$ cat config.mk
export PLATFORM = sky130hd
export DESIGN_NAME = rvv_frontend_flat
export DESIGN_NICKNAME = d
export VERILOG_FILES = /design/src/hdl/rvv_isa_pkg.sv /design/src/hdl/rvv_core_pkg.sv /design/src/hdl/rvv_cmd_if.sv /design/src/hdl/rvv_aligner.sv /design/src/hdl/rvv_frontend.sv /design/src/flat_wrapper.sv
export SDC_FILE = /design/constraint.sdc
export NUM_CORES = 1
export LEC_CHECK = 0
export BUFFER_PORTS_ARGS = -buffer_cell sky130_fd_sc_hd__buf_2
export CAP_MARGIN = 20
export CORE_AREA = 5 5 399 401
export CTS_BUF_LIST = sky130_fd_sc_hd__clkbuf_4
export DETAILED_ROUTE_END_ITERATION = 10
export DIE_AREA = 0 0 404 406
export PLACE_DENSITY = 0.3
export SLEW_MARGIN = 15
export SYNTH_ARGS = -nofsm -noshare
export SYNTH_HDL_FRONTEND = slang
export SYNTH_SLANG_ARGS = --single-unit
export TNS_END_PERCENT = 5
$ cat constraint.sdc
create_clock -name clk -period 11.05 [get_ports clk]
set_input_delay 1.6575 -clock clk [delete_from_list [all_inputs] [get_ports clk]]
set_output_delay 1.6575 -clock clk [all_outputs]
set_load 0.1 [all_outputs]
$ cat src/hdl/rvv_isa_pkg.sv
//####################################################################
// RVV ISA package
// Encoding types of the vector instructions offered by the dispatcher
//####################################################################
package rvv_isa_pkg;

  // Width of the vstart CSR
  localparam int VSTART_W = 7;

  // funct3 value of the vset* group
  // Sits in bits[7:5] of the record (instruction bits 14:12)
  localparam logic [2:0] FUNCT3_OPCFG = 3'b111;

  // Major opcode class of an offered instruction
  typedef enum logic [1:0] {
    OPC_LOAD  = 2'b00,
    OPC_STORE = 2'b01,
    OPC_RVV   = 2'b10
  } rvv_opcode_e;

  // vlmul encoding as in the vtype CSR
  typedef enum logic [2:0] {
    LMUL1   = 3'b000,
    LMUL2   = 3'b001,
    LMUL4   = 3'b010,
    LMUL8   = 3'b011,
    LMUL1_8 = 3'b101,
    LMUL1_4 = 3'b110,
    LMUL1_2 = 3'b111
  } rvv_lmul_e;

  // vsew encoding, only up to 32 bit elements
  typedef enum logic [2:0] {
    SEW8  = 3'b000,
    SEW16 = 3'b001,
    SEW32 = 3'b010
  } rvv_sew_e;

  // Fixed-point rounding mode (vxrm)
  typedef enum logic [1:0] {
    RNU = 2'b00,
    RNE = 2'b01,
    RDN = 2'b10,
    ROD = 2'b11
  } rvv_xrm_e;

  // One instruction as handed over by the scalar side
  // bits holds instruction bits 31:7, so bits[4:0] is rd,
  // bits[7:5] is funct3 and bits[24] is instruction bit 31
  typedef struct packed {
    rvv_opcode_e opcode;
    logic [24:0] bits;
  } rvv_inst_t;

endpackage

$ cat src/hdl/rvv_core_pkg.sv
//####################################################################
// RVV core package
// Front end sizing, architectural configuration state and command record
//####################################################################
package rvv_core_pkg;

  // Instructions offered per cycle by the dispatcher
  localparam int NUM_LANES = 4;

  // Command FIFO entries
  localparam int QUEUE_DEPTH = 16;

  // Credit count must hold 0 up to QUEUE_DEPTH
  localparam int CREDIT_W = $clog2(QUEUE_DEPTH + 1);

  // One rs1 port and one rs2 port per lane
  // rs1 of lane i is port 2*i, rs2 is port 2*i+1
  localparam int RF_READ_PORTS = 2 * NUM_LANES;

  // Width of a count of 0 up to NUM_LANES lanes
  localparam int LANE_CNT_W = $clog2(NUM_LANES + 1);

  // FIFO pointer width, depth is a power of two so pointers wrap freely
  localparam int QUEUE_PTR_W = $clog2(QUEUE_DEPTH);

  // vl out of reset
  localparam logic [31:0] CONFIG_RESET_VL = 32'd16;

  // Architectural vector configuration state
  typedef struct packed {
    logic [31:0]                      vl;
    rvv_isa_pkg::rvv_lmul_e           lmul;
    rvv_isa_pkg::rvv_sew_e            sew;
    logic                             ta;
    logic                             ma;
    logic [rvv_isa_pkg::VSTART_W-1:0] vstart;
    rvv_isa_pkg::rvv_xrm_e            xrm;
  } rvv_config_t;

  // Instruction combined with the state it executes under
  typedef struct packed {
    rvv_isa_pkg::rvv_opcode_e opcode;
    logic [24:0]              bits;
    rvv_config_t              arch_state;
    logic [31:0]              rs1;
  } rvv_cmd_t;

endpackage

$ cat src/hdl/rvv_cmd_if.sv
//####################################################################
// Command enqueue bundle between front end and command FIFO
//####################################################################
interface rvv_cmd_if;
  import rvv_core_pkg::*;

  // Aligned enqueue lanes, valid lanes are contiguous from lane 0
  logic [NUM_LANES-1:0] enq_valid;
  rvv_cmd_t             enq_data [NUM_LANES];

  // Free slots not yet claimed by the lanes in flight
  logic [CREDIT_W-1:0]  credits;

  // Front end side
  modport producer (
    output enq_valid,
    output enq_data,
    input  credits
  );

  // FIFO side
  modport consumer (
    input  enq_valid,
    input  enq_data,
    output credits
  );

endinterface

$ cat src/hdl/rvv_aligner.sv
//####################################################################
// Lane aligner
// Packs the valid lanes of any payload into the lowest lanes, in order
//####################################################################
module rvv_aligner #(
  parameter type T   = logic [31:0],
  parameter int  NUM = 4
) (
  input  logic [NUM-1:0] valid_i,
  input  T               data_i [NUM],
  output logic [NUM-1:0] valid_o,
  output T               data_o [NUM]
);

  localparam int CNT_W = $clog2(NUM + 1);

  // Number of valid lanes strictly below each input lane
  logic [CNT_W-1:0] psum [NUM];

  always_comb begin
    psum[0] = '0;
    for (int i = 1; i < NUM; i++) begin
      psum[i] = psum[i-1] + CNT_W'(valid_i[i-1]);
    end
  end

  // Output lane o picks the valid input whose prefix count is o
  // An input only ever moves down, so the search starts at lane o
  always_comb begin
    for (int o = 0; o < NUM; o++) begin
      valid_o[o] = 1'b0;
      // Unused output lanes just carry their own input payload
      data_o[o]  = data_i[o];
      for (int i = o; i < NUM; i++) begin
        if (valid_i[i] && (psum[i] == CNT_W'(o))) begin
          valid_o[o] = 1'b1;
          data_o[o]  = data_i[i];
        end
      end
    end
  end

endmodule

$ cat src/hdl/rvv_frontend.sv
//####################################################################
// RVV front end
// Accepts instructions under credit, runs vset* and builds FIFO commands
//####################################################################
module rvv_frontend (
  input  logic                                                clk,
  input  logic                                                rstn,
  input  logic [rvv_isa_pkg::VSTART_W-1:0]                    vstart_i,
  input  rvv_isa_pkg::rvv_xrm_e                               vxrm_i,
  // Dispatch lanes, any lane may be empty
  input  logic [rvv_core_pkg::NUM_LANES-1:0]                  inst_valid_i,
  input  rvv_isa_pkg::rvv_inst_t [rvv_core_pkg::NUM_LANES-1:0] inst_data_i,
  output logic [rvv_core_pkg::NUM_LANES-1:0]                  inst_ready_o,
  // Scalar operands, one cycle after acceptance
  input  logic [rvv_core_pkg::RF_READ_PORTS-1:0]              reg_read_valid_i,
  input  logic [rvv_core_pkg::RF_READ_PORTS-1:0][31:0]        reg_read_data_i,
  // New vl written back to rd of vset*
  output logic [rvv_core_pkg::NUM_LANES-1:0]                  reg_write_valid_o,
  output logic [rvv_core_pkg::NUM_LANES-1:0][4:0]             reg_write_addr_o,
  output logic [rvv_core_pkg::NUM_LANES-1:0][31:0]            reg_write_data_o,
  output logic                                                config_valid_o,
  output rvv_core_pkg::rvv_config_t                           config_state_o,
  rvv_cmd_if.producer                                         cmd
);
  import rvv_isa_pkg::*;
  import rvv_core_pkg::*;

  logic [LANE_CNT_W-1:0] in_psum [NUM_LANES];
  logic [NUM_LANES-1:0]  inst_accept;

  // Stage holding the accepted lanes
  logic [NUM_LANES-1:0]  inst_valid_q;
  rvv_inst_t [NUM_LANES-1:0] inst_q;

  // State before lane i is chain[i], after the last lane chain[NUM_LANES]
  rvv_config_t           config_q;
  rvv_config_t           chain [NUM_LANES+1];
  logic [NUM_LANES-1:0]  is_cfg;

  // Commands before packing
  logic [NUM_LANES-1:0]  cmd_valid_raw;
  rvv_cmd_t              cmd_data_raw [NUM_LANES];

  // Count of offered lanes below each lane
  always_comb begin
    in_psum[0] = '0;
    for (int i = 1; i < NUM_LANES; i++) begin
      in_psum[i] = in_psum[i-1] + LANE_CNT_W'(inst_valid_i[i-1]);
    end
  end

  // Lane gets in while the lanes below it still leave a credit
  always_comb begin
    for (int i = 0; i < NUM_LANES; i++) begin
      inst_accept[i] = inst_valid_i[i] && (CREDIT_W'(in_psum[i]) < cmd.credits);
    end
  end

  assign inst_ready_o = inst_accept;

  always_ff @(posedge clk or negedge rstn) begin
    if (!rstn) begin
      inst_valid_q <= '0;
    end else begin
      inst_valid_q <= inst_accept;
    end
  end

  always_ff @(posedge clk) begin
    for (int i = 0; i < NUM_LANES; i++) begin
      if (inst_accept[i]) begin
        inst_q[i] <= inst_data_i[i];
      end
    end
  end

  // Fold vset* lane by lane into the state
  // zimm bits[20:13] has the same layout as vtype[7:0]
  always_comb begin
    logic [7:0] vtype;
    logic       imm_vl;
    logic       reg_vtype;
    chain[0]        = config_q;
    chain[0].vstart = vstart_i;
    chain[0].xrm    = vxrm_i;
    for (int i = 0; i < NUM_LANES; i++) begin
      chain[i+1] = chain[i];
      is_cfg[i]  = inst_valid_q[i] && (inst_q[i].opcode == OPC_RVV) &&
                   (inst_q[i].bits[7:5] == FUNCT3_OPCFG);
      // vsetivli when bits[24:23] is 11, vsetvl when 10, else vsetvli
      imm_vl    = inst_q[i].bits[24] && inst_q[i].bits[23];
      reg_vtype = inst_q[i].bits[24] && !inst_q[i].bits[23];
      vtype     = reg_vtype ? reg_read_data_i[2*i+1][7:0] : inst_q[i].bits[20:13];
      if (is_cfg[i]) begin
        chain[i+1].vl   = imm_vl ? 32'(inst_q[i].bits[12:8]) : reg_read_data_i[2*i];
        chain[i+1].lmul = rvv_lmul_e'(vtype[2:0]);
        chain[i+1].sew  = rvv_sew_e'(vtype[5:3]);
        chain[i+1].ta   = vtype[6];
        chain[i+1].ma   = vtype[7];
      end
    end
  end

  // Other lanes become commands under the state at their position
  always_comb begin
    for (int i = 0; i < NUM_LANES; i++) begin
      cmd_valid_raw[i]              = inst_valid_q[i] && !is_cfg[i];
      cmd_data_raw[i].opcode        = inst_q[i].opcode;
      cmd_data_raw[i].bits          = inst_q[i].bits;
      cmd_data_raw[i].arch_state    = chain[i];
      // Scalar rs1 only for the .vx style forms
      cmd_data_raw[i].rs1           = (inst_q[i].bits[7] && reg_read_valid_i[2*i]) ?
                                      reg_read_data_i[2*i] : '0;
      reg_write_valid_o[i]          = is_cfg[i];
      reg_write_addr_o[i]           = inst_q[i].bits[4:0];
      reg_write_data_o[i]           = chain[i+1].vl;
    end
  end

  always_ff @(posedge clk or negedge rstn) begin
    if (!rstn) begin
      config_q.vl     <= CONFIG_RESET_VL;
      config_q.lmul   <= LMUL1;
      config_q.sew    <= SEW8;
      config_q.ta     <= 1'b0;
      config_q.ma     <= 1'b0;
      config_q.vstart <= '0;
      config_q.xrm    <= RNU;
    end else begin
      config_q <= chain[NUM_LANES];
    end
  end

  // State is only settled when nothing sits in the stage
  assign config_valid_o = ~|inst_valid_q;
  assign config_state_o = config_q;

  // Pack commands into the lowest enqueue lanes
  rvv_aligner #(
    .T   (rvv_cmd_t),
    .NUM (NUM_LANES)
  ) u_cmd_aligner (
    .valid_i (cmd_valid_raw),
    .data_i  (cmd_data_raw),
    .valid_o (cmd.enq_valid),
    .data_o  (cmd.enq_data)
  );

endmodule

$ cat src/flat_wrapper.sv
// flat-port wrapper written by rule: the top's interface ports become plain ports
module rvv_frontend_flat import rvv_isa_pkg::*; import rvv_core_pkg::*;
  (clk, rstn, vstart_i, vxrm_i, inst_valid_i, inst_data_i, inst_ready_o, reg_read_valid_i, reg_read_data_i, reg_write_valid_o, reg_write_addr_o, reg_write_data_o, config_valid_o, config_state_o, cmd_enq_valid, cmd_enq_data, cmd_credits);
  rvv_cmd_if cmd_i ();
  input  logic clk;
  input  logic rstn;
  input  logic [rvv_isa_pkg::VSTART_W-1:0] vstart_i;
  input  rvv_isa_pkg::rvv_xrm_e vxrm_i;
  input  logic [rvv_core_pkg::NUM_LANES-1:0] inst_valid_i;
  input  rvv_isa_pkg::rvv_inst_t [rvv_core_pkg::NUM_LANES-1:0] inst_data_i;
  output logic [rvv_core_pkg::NUM_LANES-1:0] inst_ready_o;
  input  logic [rvv_core_pkg::RF_READ_PORTS-1:0] reg_read_valid_i;
  input  logic [rvv_core_pkg::RF_READ_PORTS-1:0][31:0] reg_read_data_i;
  output logic [rvv_core_pkg::NUM_LANES-1:0] reg_write_valid_o;
  output logic [rvv_core_pkg::NUM_LANES-1:0][4:0] reg_write_addr_o;
  output logic [rvv_core_pkg::NUM_LANES-1:0][31:0] reg_write_data_o;
  output logic config_valid_o;
  output rvv_core_pkg::rvv_config_t config_state_o;
  output wire logic [$bits(cmd_i.enq_valid)-1:0] cmd_enq_valid;
  output wire logic [$bits(cmd_i.enq_data)-1:0] cmd_enq_data;
  input wire logic [$bits(cmd_i.credits)-1:0] cmd_credits;
  assign cmd_enq_valid = cmd_i.enq_valid;
  assign cmd_enq_data = {>>{cmd_i.enq_data}};
  assign cmd_i.credits = cmd_credits;
  rvv_frontend u_core (.clk(clk), .rstn(rstn), .vstart_i(vstart_i), .vxrm_i(vxrm_i), .inst_valid_i(inst_valid_i), .inst_data_i(inst_data_i), .inst_ready_o(inst_ready_o), .reg_read_valid_i(reg_read_valid_i), .reg_read_data_i(reg_read_data_i), .reg_write_valid_o(reg_write_valid_o), .reg_write_addr_o(reg_write_addr_o), .reg_write_data_o(reg_write_data_o), .config_valid_o(config_valid_o), .config_state_o(config_state_o), .cmd(cmd_i));
endmodule
* Word level (Yosys, flattened, before mapping)
Index checks and enable logic that the tools add are counted.
** Operators by class
- $add $sub $neg :: 4
- Mux-type cells :: 32
- Reductions and logical operators :: 50
- Order comparisons :: 4
- Equality and inequality tests :: 13
** Operators by type and width (count)
- two-way mux 108 bit :: 6
- two-way mux 32 bit :: 8
- two-way mux 40 bit :: 4
- logical AND 1 bit :: 37
- two-way mux 8 bit :: 4
- == test 3 bit, second input constant :: 4
- == test 2 bit, second input constant :: 5
- < comparator 3 x 5 -> 1 bit :: 2
- two-way mux 1 bit :: 10
- logical NOT 1 bit :: 9
- logical NOT 3 bit :: 3
- == test 3 x 2 -> 1 bit, second input constant :: 2
- < comparator 1 x 5 -> 1 bit :: 1
- < comparator 1 x 5 -> 1 bit, first input constant :: 1
- adder 1 x 1 -> 2 bit :: 2
- OR reduction 4 bit :: 1
- adder 2 x 1 -> 3 bit :: 1
- adder 3 x 1 -> 3 bit :: 1
- == test 3 x 1 -> 1 bit, second input constant :: 1
- == test 2 x 1 -> 1 bit, second input constant :: 1
** Word-level totals
- Register bits :: 161
- Bits of input ports :: 392

* Logic depth before layout (Yosys ltp)
- Word-level depth :: 10
- Depth in mapped cells :: 16

* Cells and area by module
From an unflattened synthesis, not the netlist that was laid out.
** Unflattened totals
- Cells, all modules :: 2224
- Area, all modules :: 18181.2 µm²
** Modules (own cells, without submodules)
- rvv_frontend :: area an instance 10372.4 µm², times used 1, cells each 1005
- rvv_aligner :: area an instance 7808.7 µm², times used 1, cells each 1219

* Worst setup path before layout
OpenSTA, ideal clock, no wires.
- Path type :: register to output
- Start :: reg u_core.inst_q (netlist bit u_core.cmd_data_raw[322])
- End :: out cmd_enq_data[368]
- Data arrival time :: 5.524 ns
- Slack :: 3.868 ns
- Path buffers :: 4
- Cell stages (with the launch flop) :: 16
- Path through :: edfxtp_1 -> nand4b_1 -> or2_2 -> buf_2 -> buf_2 -> and2_1 -> ha_1 -> inv_1 -> ha_1 -> ha_1 -> nor3_1 -> o211a_1 -> buf_2 -> o21ai_1 -> buf_2 -> a222oi_1
** On the way
- Longest elaborated chain between the ends :: 10
** RTL lines
- start: declaration :: RTL line rvv_frontend.sv:33 : rvv_inst_t [NUM_LANES-1:0] inst_q;
- start signal: indexed assignment :: RTL line rvv_frontend.sv:72 : inst_q[i] <= inst_data_i[i];
- == test 2 bit (*) :: RTL line rvv_frontend.sv:88 : is_cfg[i] = inst_valid_q[i] && (inst_q[i].opcode == OPC_RVV) &&
- logical AND 1 bit (*) (2 in a row) :: RTL line rvv_frontend.sv:88
- logical NOT 1 bit :: RTL line rvv_frontend.sv:107 : cmd_valid_raw[i] = inst_valid_q[i] && !is_cfg[i];
- logical AND 1 bit :: RTL line rvv_frontend.sv:107
- adder 1 x 1 -> 2 bit :: RTL line rvv_aligner.sv:23 : psum[i] = psum[i-1] + CNT_W'(valid_i[i-1]);
- adder 2 x 1 -> 3 bit or logical NOT 3 bit (tied branches) :: RTL line rvv_aligner.sv:23, rvv_aligner.sv:35
- logical NOT 3 bit or logical AND 1 bit (tied branches) :: RTL line rvv_aligner.sv:35 : if (valid_i[i] && (psum[i] == CNT_W'(o))) begin
- logical AND 1 bit or two-way mux 108 bit (tied branches) :: RTL line rvv_aligner.sv:35
- two-way mux 108 bit (*) :: RTL line rvv_aligner.sv:35
- end: declaration :: RTL line flat_wrapper.sv:20 : output wire logic [$bits(cmd_i.enq_data)-1:0] cmd_enq_data;
Every way passes the cells marked *; elsewhere a longest branch is shown, timed or not.

* Worst setup path after layout
- Start :: reg u_core.inst_q (netlist bit u_core.cmd_data_raw[322])
- End :: out cmd_enq_data[152]
** On the way
- Longest elaborated chain between the ends :: 10
** RTL lines (RTL line)
- == test 2 bit (*) :: rvv_frontend.sv:88
- logical AND 1 bit (*) (2 in a row) :: rvv_frontend.sv:88
- logical NOT 1 bit :: rvv_frontend.sv:107
- logical AND 1 bit :: rvv_frontend.sv:107
- adder 1 x 1 -> 2 bit :: rvv_aligner.sv:23
- adder 2 x 1 -> 3 bit :: rvv_aligner.sv:23
- == test 3 x 2 -> 1 bit :: rvv_aligner.sv:35
- logical AND 1 bit :: rvv_aligner.sv:35
- two-way mux 108 bit (*) :: rvv_aligner.sv:35
Marks and branches as above.

==> flow_summary_export.csv <==
group,metric,value,unit
logic_synthesis,synth_flop_cell,"edfxtp_1",
global_routing,grt_pass1_wl,192000,microns
floorplanning,initial_core_util,10.8,%
drt,drtIter0Drc,1590,
sta,fin_crit,8490,ps
global_routing,grt_use_total,17.4,%
logic_synthesis,ys_ff_latch,161,
sta,rsz0062_at_grt,"false",
clock_tree,postCtsHoldBufs,0,
drt,maxUsedRoutingLayer,"met5",
setup_path,max_stage_delay,800,ps
drt,vias,19526,
floorplanning,rows,145,
worst_hold_path,hp-class,"input pin to async pin",
sta,setup_violations,0,
layout,fin_cells,4775,
status,status,"finished, final reports clean",
global_routing,grt_pass1_vias,19429,
setup_path,crit_slowest_cell,"nor2_4",
setup_path,reg2reg_depth,9,
logic_synthesis,synthArstFlopShare,32.9,%
global_routing,grt_antenna_before_repair,39,
setup_path,crit_path_end_kind,"output pin",
power,vdd_drop_max,0.243,mV
place,dp_hpwl,118000,microns
setup_path,worst_ep_required_time,9390,ps
sta,maxSlewViolCount,0,
logic_synthesis,synthCells,2191,
place,place.gp.congestion,0.814,
clock_tree,cts_tree,"built",
logic_synthesis,yosysUniqueCellTypes,70,
layout,drive_gt1_share,41.1,%
global_routing,grt_max_degree,114,
drt,wl_met2,73600,microns
drt,routed_via_density,4.09,
sta,hold_viol,0,
sta,fin_setup_tns,0,ps
drt,wl_per_cell,31.4,microns
clock_tree,cts_sinks,161,
drt,ant_nets,0,
clock_tree,clk_pin_slew,230,ps
logic_synthesis,syn-num-nets,2598,
job,drv_cap,0,
sta,timing.slew.headroom,25.3,%
drt,met1_length,59900,microns
clock_tree,root_buffer,"clkbuf_4",
layout,nNetsFinal,3097,
floorplanning,die_w,404,microns
clock_tree,clock_path_buffers,2,
clock_tree,cts.repair.resized,0,
drt,drt_wl_total,150000,microns
sta,period_share,76.8,%
setup_path,cp_max_fo,29,
drt,dr_wl_met3,11800,microns
clock_tree,cts_setup_buffers,0,
place,dp_cells,4729,
setup_path,cp-start-kind,"register",
power,power_density,402,nW/um^2
floorplanning,ios,1034,
setup_path,path_class,"register to output pin",
logic_synthesis,synth-edff-count,108,
floorplanning,core_region_area,155000,sq um
drt,dr.pass1.iters,6,
global_routing,overflow,0,
clock_tree,cts_buffers,17,
logic_synthesis,yosysWarnings,0,
sta,fmax,118,MHz
logic_synthesis,synthTopCellsByArea,"edfxtp_1 19%, buf_4 15%, dfrtp_1 7.7%",
setup_path,cp.arrival,6830,ps
floorplanning,die-area,164000,sq um
logic_synthesis,syn_area_per_cell,7.67,sq um
logic_synthesis,synth_top_cell_by_area,"edfxtp_1",
clock_tree,clkLatencyLatePin,960,ps
power,power_leakage,10.0,nW
floorplanning,die_h,406,microns
sta,tightestPinTransition,1090,ps
sta,worst_clock_skew,52.4,ps
place,portBuffers,933,
logic_synthesis,syn_area,16800,sq um
logic_synthesis,ys_seq_area_share,27.2,%
logic_synthesis,post-synth-top-area-fraction,19.3,%
setup_path,crit_chain,"nand4b_1, or2_2, buf_4, and2_1, ha_2, inv_1, ha_1, ha_1, nor2_1, o2111ai_4, nor2_4, buf_4, mux2i_1, buf_2",
drt,drcViolationCount,0,
clock_tree,htreeDepth,4,
layout,syn_to_final_growth,29.4,%
[per-stage QoR]
stage	setup WS (ps)	hold WS [ps]	utilization [%]	power, mW	area [sq um]
4_1_cts	2170	415	14.0	8.82	21700
3_3_place_gp	3340	826	13.8	8.30	21400
6_report	2560	574	14.0	8.74	21800
2_1_floorplan	3870	639	-	7.30	16800
5_1_grt	2120	431	14.0	8.99	21700
3_5_place_dp	3390	840	13.8	8.28	21400
[synthesized netlist by cell type (all sizes together), types with 2 or more instances]
cell type    n
buf        402
nand2      264
a21oi      232
o21ai      202
nor2       172
clkbuf     108
edfxtp     108
mux2i       95
inv         75
nand3       62
o221ai      54
dfrtp       52
a221oi      45
a31oi       41
and3        38
mux2        34
o31ai       32
a221o       27
o22ai       27
nand2b      17
o211ai      17
a222oi      13
ha          12
and2         7
a21boi       6
a2111oi      5
o21bai       5
a21o         4
nor3         4
a211oi       3
fa           3
nand4b       3
and4b        2
nor2b        2
nor4         2
o21a         2
[layout make-up]
| type | count | area [sq um] |
|---|---|---|
| Antenna cell | 14 | 35.0 |
| Clock inverter | 15 | 218 |
| Sequential cell | 161 | 4570 |
| Fill cell | 18159 | 134000 |
| Multi-Input combinational cell | 1444 | 8810 |
| Clock buffer | 17 | 128 |
| Inverter | 76 | 289 |
| Timing Repair Buffer | 990 | 5120 |
| Tap cell | 2058 | 2570 |
[critical path, delay by kind of cell, from the launching register on]
kind	cells	cell delay [ps]
buffers and inverters	4	1530
adders and majority gates	3	820
DFF	1	470
muxes	1	370
and+or+nand+nor	5	2260
AOI/OAI and AO/OA	1	340
[layer usage]
| layer | vias to the layer above | global-route usage [%] |
|---|---|---|
| met5 | - | 0 |
| met4 | 16 | 5.42 |
| met3 | 175 | 5.24 |
| met2 | 1077 | 30.4 |
| met1 | 9637 | 20.5 |
| li1 | 8621 | - |
[worst paths after layout]
kind                                          start                   endpoint  slack, ps
setup / recovery           u_core.cmd_data_raw[322]          cmd_enq_data[152]       2560
max in group asynchronous                      rstn  u_core.config_state_o[11]       9300
min in group clk                        vstart_i[4]   u_core.config_state_o[6]        830
setup reg to reg           u_core.cmd_data_raw[322]  u_core.config_state_o[36]       6890
hold reg to reg            u_core.cmd_data_raw[101]   u_core.config_state_o[9]        890
hold / removal                                 rstn   u_core.config_state_o[6]        570
[cells by family after synthesis]
group | share of synthesized area, %
and+or+nand+nor | 15.1
adders and majority gates | 1.25
muxes | 7.94
AOI/OAI and AO/OA | 27.4
DFF | 27.2
buffers and inverters | 21.1
[flip-flops by register name (all words and copies together) (netlist names)]
register	count
u_core.inst_valid_q	4
u_core.config_state_o	49
u_core.cmd_data_raw	88
u_core.reg_write_addr_o	20
[where the power goes]
group	switching, mW	internal [mW]	leakage, nW
logic	6.49	0.854	8.15
registers	0.126	0.759	1.69
clock network	0.357	0.151	0.182
[cell usage in the layout, fill, tap and decap left out, types with 10 or more instances in the layout]
cell type	count
o21ai_0	173
ha_1	11
nand2b_1	16
o221ai_1	54
inv_1	72
and3_1	37
mux2_2	34
mux2i_1	94
nand3_1	59
a21oi_1	231
o22ai_1	27
buf_4	56
clkbuf_4	17
o211ai_1	15
nor2_1	168
diode_2	14
buf_2	932
a221oi_1	35
a221o_1	27
nand2_1	259
a222oi_1	13
edfxtp_1	108
a221oi_2	10
o31ai_1	32
dfrtp_1	52
o21ai_1	28
a31oi_1	40
Note: power is estimated with default switching activity, not from simulation.
